**config.mk**
```make
export PLATFORM = sky130hd
export DESIGN_NAME = cpu_control_top
export DESIGN_NICKNAME = d
export VERILOG_FILES = /design/src/source/cpu_ctrl_pkg.sv /design/src/source/cpu_control_top.sv /design/src/source/mode_sequencer.sv /design/src/source/instr_decode.sv
export SDC_FILE = /design/constraint.sdc
export NUM_CORES = 1
export LEC_CHECK = 0
export ABC_AREA = 1
export BUFFER_PORTS_ARGS = -buffer_cell sky130_fd_sc_hd__clkbuf_2
export CORE_MARGIN = 1.5
export CORE_UTILIZATION = 41
export DETAILED_ROUTE_END_ITERATION = 16
export PLACE_DENSITY = 0.87
export SYNTH_ARGS = -nofsm -noshare
export SYNTH_HDL_FRONTEND = slang
export SYNTH_SLANG_ARGS = --single-unit
```
**constraint.sdc**
```tcl
create_clock -name t3 -period 1.35 [get_ports t3]
set_clock_uncertainty 0.2 [all_clocks]
set_input_delay 0.27 -clock t3 [delete_from_list [all_inputs] [get_ports t3]]
set_output_delay 0.27 -clock t3 [all_outputs]
set_load 0.01 [all_outputs]
```
**src/source/cpu_ctrl_pkg.sv**
```systemverilog
package cpu_ctrl_pkg;

    // Console switch setting
    typedef logic [2:0] mode_t;

    localparam mode_t MODE_RUN       = 3'b000;
    localparam mode_t MODE_WRITE_MEM = 3'b001;
    localparam mode_t MODE_READ_MEM  = 3'b010;
    localparam mode_t MODE_READ_REG  = 3'b011;
    localparam mode_t MODE_WRITE_REG = 3'b100;

    // Upper nibble of IR
    typedef logic [3:0] opcode_t;

    localparam opcode_t OP_ADD  = 4'b0001;
    localparam opcode_t OP_SUB  = 4'b0010;
    localparam opcode_t OP_AND  = 4'b0011;
    localparam opcode_t OP_INC  = 4'b0100;
    localparam opcode_t OP_LD   = 4'b0101;
    localparam opcode_t OP_ST   = 4'b0110;
    localparam opcode_t OP_JC   = 4'b0111;
    localparam opcode_t OP_JZ   = 4'b1000;
    localparam opcode_t OP_JMP  = 4'b1001;
    localparam opcode_t OP_OUT  = 4'b1010;
    localparam opcode_t OP_IRET = 4'b1011; // No interrupts, fetch only
    localparam opcode_t OP_OR   = 4'b1100;
    localparam opcode_t OP_XOR  = 4'b1101;
    localparam opcode_t OP_STP  = 4'b1110;

    // ALU function select S
    typedef logic [3:0] alu_func_t;

    localparam alu_func_t ALU_ADD    = 4'b1001;
    localparam alu_func_t ALU_SUB    = 4'b0110; // XOR when m is set
    localparam alu_func_t ALU_AND    = 4'b1011;
    localparam alu_func_t ALU_PASS_A = 4'b0000;
    localparam alu_func_t ALU_PASS_B = 4'b1010;
    localparam alu_func_t ALU_OR     = 4'b1110;
    localparam alu_func_t ALU_ONES   = 4'b1111;

    // Machine beats, one-hot or idle
    typedef logic [3:1] beat_t;

    typedef logic [3:0] sel_t;

    typedef struct packed {
        logic      ldc;
        logic      ldz;
        logic      cin;
        logic      m;
        logic      abus;
        logic      drw;
        logic      pcinc;
        logic      lpc;
        logic      lar;
        logic      pcadd;
        logic      arinc;
        logic      selctl;
        logic      memw;
        logic      stop;
        logic      lir;
        logic      sbus;
        logic      mbus;
        logic      short_beat;
        logic      long_beat;
        alu_func_t s;
        sel_t      sel;
    } ctrl_word_t;

    localparam ctrl_word_t CTRL_IDLE = '0;

endpackage
```
**src/source/cpu_control_top.sv**
```systemverilog
`timescale 1ns/1ns

module cpu_control_top (
    input  logic                    t3,
    input  logic                    rst,
    input  logic                    c,
    input  logic                    z,
    input  cpu_ctrl_pkg::mode_t     sw,
    input  cpu_ctrl_pkg::opcode_t   ir,
    input  cpu_ctrl_pkg::beat_t     w,
    output logic                    ldc,
    output logic                    ldz,
    output logic                    cin,
    output cpu_ctrl_pkg::alu_func_t s,
    output cpu_ctrl_pkg::sel_t      sel,
    output logic                    m,
    output logic                    abus,
    output logic                    drw,
    output logic                    pcinc,
    output logic                    lpc,
    output logic                    lar,
    output logic                    pcadd,
    output logic                    arinc,
    output logic                    selctl,
    output logic                    memw,
    output logic                    stop,
    output logic                    lir,
    output logic                    sbus,
    output logic                    mbus,
    output logic                    short_beat,
    output logic                    long_beat
);
    import cpu_ctrl_pkg::*;

    ctrl_word_t ctrl;

    mode_sequencer u_mode_sequencer (
        .t3   (t3),
        .rst  (rst),
        .sw   (sw),
        .ir   (ir),
        .c    (c),
        .z    (z),
        .w    (w),
        .ctrl (ctrl)
    );

    assign ldc        = ctrl.ldc;
    assign ldz        = ctrl.ldz;
    assign cin        = ctrl.cin;
    assign s          = ctrl.s;
    assign sel        = ctrl.sel;
    assign m          = ctrl.m;
    assign abus       = ctrl.abus;
    assign drw        = ctrl.drw;
    assign pcinc      = ctrl.pcinc;
    assign lpc        = ctrl.lpc;
    assign lar        = ctrl.lar;
    assign pcadd      = ctrl.pcadd;
    assign arinc      = ctrl.arinc;
    assign selctl     = ctrl.selctl;
    assign memw       = ctrl.memw;
    assign stop       = ctrl.stop;
    assign lir        = ctrl.lir;
    assign sbus       = ctrl.sbus;
    assign mbus       = ctrl.mbus;
    assign short_beat = ctrl.short_beat;
    assign long_beat  = ctrl.long_beat;

endmodule

```
**src/source/mode_sequencer.sv**
```systemverilog
`timescale 1ns/1ns

module mode_sequencer (
    input  logic                     t3,
    input  logic                     rst,
    input  cpu_ctrl_pkg::mode_t      sw,
    input  cpu_ctrl_pkg::opcode_t    ir,
    input  logic                     c,
    input  logic                     z,
    input  cpu_ctrl_pkg::beat_t      w,
    output cpu_ctrl_pkg::ctrl_word_t ctrl
);
    import cpu_ctrl_pkg::*;

    logic       st0;
    logic       sst0;
    ctrl_word_t instr_word;

    instr_decode u_instr_decode (
        .ir         (ir),
        .c          (c),
        .z          (z),
        .w          (w),
        .instr_word (instr_word)
    );

    // Phase bit, falling edge of t3
    always_ff @(negedge t3) begin
        if (rst) begin
            st0 <= 1'b0;
        end else if (sst0) begin
            st0 <= 1'b1;
        end else if (sw == MODE_WRITE_REG && st0 && w[2]) begin
            st0 <= 1'b0; // Second register pair written
        end
    end

    always_comb begin
        ctrl = CTRL_IDLE;
        sst0 = 1'b0;

        case (sw)
            MODE_WRITE_MEM: begin
                ctrl.lar        = w[1] && !st0; // First beat loads address
                ctrl.memw       = w[1] && st0;
                ctrl.arinc      = w[1] && st0;
                ctrl.sbus       = w[1];
                ctrl.stop       = w[1];
                ctrl.short_beat = w[1];
                ctrl.selctl     = w[1];
                sst0            = w[1];
            end
            MODE_READ_MEM: begin
                ctrl.sbus       = w[1] && !st0;
                ctrl.lar        = w[1] && !st0;
                ctrl.mbus       = w[1] && st0;
                ctrl.arinc      = w[1] && st0;
                ctrl.stop       = w[1];
                ctrl.short_beat = w[1];
                ctrl.selctl     = w[1];
                sst0            = w[1] && !st0;
            end
            MODE_READ_REG: begin
                // R0,R1 on w1 then R2,R3 on w2
                ctrl.selctl = w[1] || w[2];
                ctrl.stop   = w[1] || w[2];
                ctrl.sel    = {w[2], 1'b0, w[2], w[1] || w[2]};
            end
            MODE_WRITE_REG: begin
                ctrl.sbus   = w[1] || w[2];
                ctrl.selctl = w[1] || w[2];
                ctrl.drw    = w[1] || w[2];
                ctrl.stop   = w[1] || w[2];
                ctrl.sel    = {st0, w[2], (!st0 && w[1]) || (st0 && w[2]), w[1]};
                sst0        = w[2] && !st0;
            end
            MODE_RUN: begin
                if (!st0) begin
                    // Start-up beat loads PC from switches
                    ctrl.lpc        = w[1];
                    ctrl.sbus       = w[1];
                    ctrl.short_beat = w[1];
                    ctrl.stop       = w[1];
                    sst0            = w[1];
                end else begin
                    ctrl = instr_word;
                end
            end
            default: begin
                ctrl = CTRL_IDLE; // Unused switch codes
            end
        endcase
    end

    // Timing generator gives at most one beat at a time
    w_onehot_a: assert property (@(negedge t3) disable iff (rst) $onehot0(w))
        else $error("w is not one-hot: %b", w);

    // Address load and memory write from console or ST must not overlap
    lar_memw_a: assert property (@(negedge t3) disable iff (rst) !(ctrl.lar && ctrl.memw))
        else $error("lar and memw both active");

    memw_drw_a: assert property (@(negedge t3) disable iff (rst) !(ctrl.memw && ctrl.drw))
        else $error("memw and drw both active");

endmodule

```
**src/source/instr_decode.sv**
```systemverilog
`timescale 1ns/1ns

module instr_decode (
    input  cpu_ctrl_pkg::opcode_t    ir,
    input  logic                     c,
    input  logic                     z,
    input  cpu_ctrl_pkg::beat_t      w,
    output cpu_ctrl_pkg::ctrl_word_t instr_word
);
    import cpu_ctrl_pkg::*;

    always_comb begin
        instr_word       = CTRL_IDLE;
        instr_word.s     = ALU_PASS_A;
        // Fetch beat, common to all opcodes
        instr_word.lir   = w[1];
        instr_word.pcinc = w[1];

        case (ir)
            OP_ADD: begin
                instr_word.s    = ALU_ADD;
                instr_word.cin  = w[2];
                instr_word.abus = w[2];
                instr_word.drw  = w[2];
                instr_word.ldz  = w[2];
                instr_word.ldc  = w[2];
            end
            OP_SUB: begin
                instr_word.s    = ALU_SUB;
                instr_word.abus = w[2];
                instr_word.drw  = w[2];
                instr_word.ldz  = w[2];
                instr_word.ldc  = w[2];
            end
            OP_AND: begin
                instr_word.m    = w[2];
                instr_word.s    = ALU_AND;
                instr_word.abus = w[2];
                instr_word.drw  = w[2];
                instr_word.ldz  = w[2];
            end
            OP_INC: begin
                instr_word.s    = ALU_PASS_A;
                instr_word.abus = w[2];
                instr_word.drw  = w[2];
                instr_word.ldz  = w[2];
                instr_word.ldc  = w[2];
            end
            OP_LD: begin
                instr_word.m         = w[2];
                instr_word.s         = ALU_PASS_B;
                instr_word.abus      = w[2]; // Address from Rs
                instr_word.lar       = w[2];
                instr_word.long_beat = w[2];
                instr_word.drw       = w[3];
                instr_word.mbus      = w[3];
            end
            OP_ST: begin
                instr_word.m         = w[2] || w[3];
                instr_word.s         = w[2] ? ALU_ONES : ALU_PASS_B;
                instr_word.abus      = w[2] || w[3];
                instr_word.lar       = w[2];
                instr_word.long_beat = w[2];
                instr_word.memw      = w[3];
            end
            OP_JC: begin
                instr_word.pcadd = w[2] && c;
            end
            OP_JZ: begin
                instr_word.pcadd = w[2] && z;
            end
            OP_JMP: begin
                instr_word.m    = w[2];
                instr_word.s    = ALU_ONES;
                instr_word.abus = w[2];
                instr_word.lpc  = w[2];
            end
            OP_OUT: begin
                instr_word.m    = w[2];
                instr_word.s    = ALU_PASS_B;
                instr_word.abus = w[2];
            end
            OP_IRET: begin
                instr_word.s = ALU_PASS_A; // Plain fetch
            end
            OP_OR: begin
                instr_word.m    = w[2];
                instr_word.s    = ALU_OR;
                instr_word.abus = w[2];
                instr_word.drw  = w[2];
                instr_word.ldz  = w[2];
            end
            OP_XOR: begin
                // SUB code with m set gives XOR
                instr_word.m    = w[2];
                instr_word.s    = ALU_SUB;
                instr_word.abus = w[2];
                instr_word.drw  = w[2];
                instr_word.ldz  = w[2];
            end
            OP_STP: begin
                instr_word.stop = w[2];
            end
            default: begin
                instr_word.s = ALU_PASS_A;
            end
        endcase
    end

endmodule

```
==> results of run 1 <==
metrics by stage:
step | cells | hold slack, ns | worst slack, ns | setup TNS (ns) | cell area (um^2)
2_1_floorplan | 133 | 0.364 | -0.626 | -13.05 | 694
3_5_place_dp | 213 | 0.569 | -0.834 | -18.24 | 1100
4_1_cts | 215 | 0.550 | -0.760 | -17.00 | 1250
3_3_place_gp | 213 | 0.553 | -0.767 | -16.92 | 1100
repair_timing:
item / CTS
setup buffers: 2
pin swaps: 15
endpoints found under the setup margin: 28
gates resized for setup: 39
Yosys cell counts:
cell type / instances / share of area
nand3_1: 16 / 0.13
nor3_1: 1 / 0.0080
a21oi_1: 2 / 0.016
nand4_1: 5 / 0.050
o22ai_1: 2 / 0.020
o21ai_2: 1 / 0.014
nand2_2: 2 / 0.020
buf_2: 1 / 0.0080
buf_4: 2 / 0.024
o211ai_1: 1 / 0.012
inv_2: 1 / 0.0060
nor2_4: 2 / 0.036
nand2_4: 1 / 0.018
inv_1: 21 / 0.13
nand2_1: 36 / 0.22
nor2_2: 2 / 0.020
nor2_1: 24 / 0.14
a211oi_1: 1 / 0.012
dfxtp_1: 1 / 0.032
o21ai_1: 2 / 0.016
o21ai_0: 7 / 0.056
and2_1: 1 / 0.010
o21a_1: 1 / 0.012
logic make-up after synthesis:
group	share of synthesized area
AOI/OAI and AO/OA	0.157
buffers and inverters	0.163
DFF	0.0319
and+or+nand+nor	0.647
==> flow_metrics.py, run 1 <==
metrics = {
    "placement": {
        "gp_congestion": 1.02,
        "hpwlAfterDp_um": 2150,
        "io_buffers": 40,
    },
    "synthesis": {
        "synth_nets": 147,
        "ys_seq_area_frac": 0.0319,
        "syn_inst": 133,
        "ys_ff_latch": 1,
        "ys_types": 23,
        "synth.cell_area_um2": 628,
        "yosys_warnings": 0,
        "synth.avg_cell_area_um2": 4.72,
    },
    "die": {
        "num_rows": 13,
        "fp.dieW_um": 42.1,
        "start_util": 0.460,
        "io_pins": 41,
        "die_h_um": 42.1,
    },
    "clock_network": {
        "cts_hold_buffers": 0,
    },
    "status": {
        "status": "stopped before the end",
        "stop_stage": "5_1_grt",
        "first-error": "[ERROR DPL-0038] Utilization greater than 100%, impossible to legalize",
    },
    "sta": {
        "postGrtWorstEndpoint": "m",
        "worstEpCategory": "output port",
    },
    "global_routing": {
        "grt_max_degree": 7,
    },
}
==> run 2, diff against run 1 <==
--- a/config.mk
+++ b/config.mk
@@ -7,10 +7,10 @@
 export LEC_CHECK = 0
 export ABC_AREA = 1
 export BUFFER_PORTS_ARGS = -buffer_cell sky130_fd_sc_hd__clkbuf_2
-export CORE_MARGIN = 1.5
-export CORE_UTILIZATION = 41
+export CORE_AREA = 2 2 63 65
 export DETAILED_ROUTE_END_ITERATION = 16
-export PLACE_DENSITY = 0.87
+export DIE_AREA = 0 0 65 67
+export PLACE_DENSITY_LB_ADDON = 0.15
 export SYNTH_ARGS = -nofsm -noshare
 export SYNTH_HDL_FRONTEND = slang
 export SYNTH_SLANG_ARGS = --single-unit
==> run 2 against run 1 <==
Compared with the run above:
- the flow now finishes, with violations (setup timing)
- synthesized area unchanged
- synthesized cell count unchanged
==> flow_metrics.py, run 2 <==
metrics = {
    "status": {
        "status": "finished, violations left",
        "violations": "setup timing",
    },
    "synthesis": {
        "synth.avg_cell_area_um2": 4.72,
        "ys_types": 23,
        "ys_top_cells_by_count": "nand2_1, nor2_1, inv_1",
        "synth-main-ff-cell": "dfxtp_1",
        "async_flop_share": 0,
        "synth.area.top_cells": "nand2_1, nor2_1, nand3_1",
        "syn_inst": 133,
        "synth-edff-count": 0,
        "yosys_warnings": 0,
        "ys_seq_area_frac": 0.0319,
        "synth.cell_area_um2": 628,
        "yosys.area.top_type": "nand2_1",
        "synth_top_area_frac": 0.215,
        "ys_ff_latch": 1,
        "synth_most_common_cell": "nand2_1",
        "synth_nets": 147,
    },
    "critical_path": {
        "end_kind": "primary output",
        "reg2regPathDepth": 6,
        "cp_max_fo": 6,
        "worst_ep_arrival_time_ns": 1.70,
        "start_kind": "register",
        "r2r_start": "u_mode_sequencer.st0",
        "reg2reg_to": "u_mode_sequencer.st0",
        "r2r_slack_ns": 0.03,
        "worst_ep_required_time_ns": 0.88,
        "path_class": "register to primary output",
    },
    "global_routing": {
        "antenna_found_initial": 0,
        "grt_pass1_vias": 1005,
        "grt_max_degree": 7,
        "grt_usage": 0.119,
        "grt_pass1_wl_um": 4280,
        "grt-ovfl-total": 0,
    },
    "min_path": {
        "hold_depth": 4,
        "hold_path_startpoint": "u_mode_sequencer.st0",
        "holdCritPathClass": "register to register",
        "hold_path_end": "u_mode_sequencer.st0",
    },
    "routing": {
        "routed_wl_um": 2660,
        "viasPerCell": 4.26,
        "wire_per_inst_um": 10.5,
        "firstDrtPassIters": 4,
        "route.vias.total": 1073,
        "drt_iter0_markers": 27,
        "detail-route-antenna-nets": 0,
        "route.detailed.drc": 0,
    },
    "power": {
        "sw_frac_of_total": 0.485,
        "ir_drop_mv": 0.200,
        "power_frac_comb": 0.891,
        "power.switching_mw": 0.217,
        "cellLeakagePower_nw": 0.839,
        "powerDensity_nw_per_um2": 297,
        "power_frac_seq": 0.087,
        "power_frac_clock": 0.023,
        "p_int_mw": 0.230,
    },
    "cells_and_area": {
        "reg_top3": "u_mode_sequencer.st0 (1)",
        "fin_util": 0.417,
        "final_common_cell": "buf_4",
        "area_growth_pct": 139,
        "antenna_cells": 0,
        "final_nets": 220,
        "largest_reg_flops": 1,
        "drive_gt1_frac": 0.618,
        "layout_common_cells": "buf_4, nand2_1, buf_6",
        "instances_no_fill": 252,
        "max_flop_register": "u_mode_sequencer.st0",
    },
    "clock_network": {
        "worstSkewPairLatency_ns": 0.03,
        "path_clk_slew_ns": 0.03,
    },
    "run": {
        "maxCapViolCount": 0,
    },
    "sta": {
        "setup_tns_ns": -18.80,
        "final_hold_viol_count": 0,
        "relSlewSlack": 0.827,
        "fin_ws_ns": -0.820,
        "final_max_slew_viol_count": 0,
        "setup_violations": 28,
        "rsz0062_at_grt": "yes",
        "tightestPinTransition_ns": 0.258,
    },
    "die": {
        "start_util": 0.174,
        "core_um2": 3610,
        "num_rows": 22,
        "dieArea_um2": 4360,
        "die_h_um": 67,
        "io_pins": 41,
        "fp.dieW_um": 65,
    },
    "placement": {
        "gp_congestion": 0.818,
        "hpwlAfterDp_um": 2210,
        "dp_cells": 247,
        "io_buffers": 40,
    },
}
## run 2: cell counts after synthesis
No cell type changed its count.
## run 2: how the worst max path moves through the flow
stage / start / endpoint / slack, ns
5_1_grt: u_mode_sequencer.st0 / pcadd / -0.89
6_report: u_mode_sequencer.st0 / pcadd / -0.82
4_1_cts: u_mode_sequencer.st0 / m / -0.78
3_5_place_dp: u_mode_sequencer.st0 / drw / -0.84
2_1_floorplan: u_mode_sequencer.st0 / m / -0.63
3_3_place_gp: u_mode_sequencer.st0 / drw / -0.81
## run 2: final cells by class
type,instances,area [um^2]
Clock inverter,1,3.75
Sequential cell,1,23.8
Fill cell,401,2100
Timing Repair Buffer,74,604
Tap cell,48,60.1
Inverter,21,93.8
Multi-Input combinational cell,107,717
## run 2: worst max-delay path, cell delays in order (launching register included)
cell and delay (ns):
dfxtp_4 0.38, inv_6 0.05, nor2_4 0.13, nand2_4 0.10, inv_4 0.09, o21ai_2 0.06, nor2_2 0.06, buf_2 0.12
## run 2: cells by family (layout without fill, tap and decap cells)
kind of cell	count (synthesis)	count (layout)	synth area share
flip-flops	1	1	0.0319
AND/OR/NAND/NOR	90	90	0.647
buffers and inverters	25	96	0.163
AO/OA/AOI/OAI	17	17	0.157
## run 2: metal layers
layer / part of all wire / track usage / up-vias
li1: - / - / 571
met1: 0.48 / 0.181 / 471
met2: 0.47 / 0.191 / 29
met3: 0.046 / 0.00845 / 2
met4: 0.0030 / 0.00532 / 0
met5: 0 / 0 / -
## run 2: power by group through the flow
stage | clock network [mW] | registers [mW] | logic [mW]
after floorplan | 0.00927 | 0.0352 | 0.147
after global placement | 0.00927 | 0.0373 | 0.292
after detailed placement | 0.00927 | 0.0376 | 0.288
after CTS | 0.00920 | 0.0380 | 0.329
after global routing | 0.0124 | 0.0391 | 0.435
final | 0.0101 | 0.0388 | 0.398
## run 2: what timing repair did
item / CTS / global route
pin swaps: 10 / 12
buffers inserted: 1 / 6
endpoints found under the setup margin: 28 / 28
gates resized for setup: 31 / 67
hold endpoints to repair: 0 / 0
hold buffers: 0 / 0
## run 2: through the flow
stage          power (mW)  hold WS (ns)  area, um^2  worst slack, ns
5_1_grt             0.487         0.537        1500           -0.887
3_3_place_gp        0.339         0.422        1150           -0.807
3_5_place_dp        0.335         0.432        1150           -0.835
6_report            0.446         0.460        1500           -0.820
4_1_cts             0.376         0.441        1280           -0.781
2_1_floorplan       0.191         0.364         694           -0.626
(Power assumes the default switching activity.)
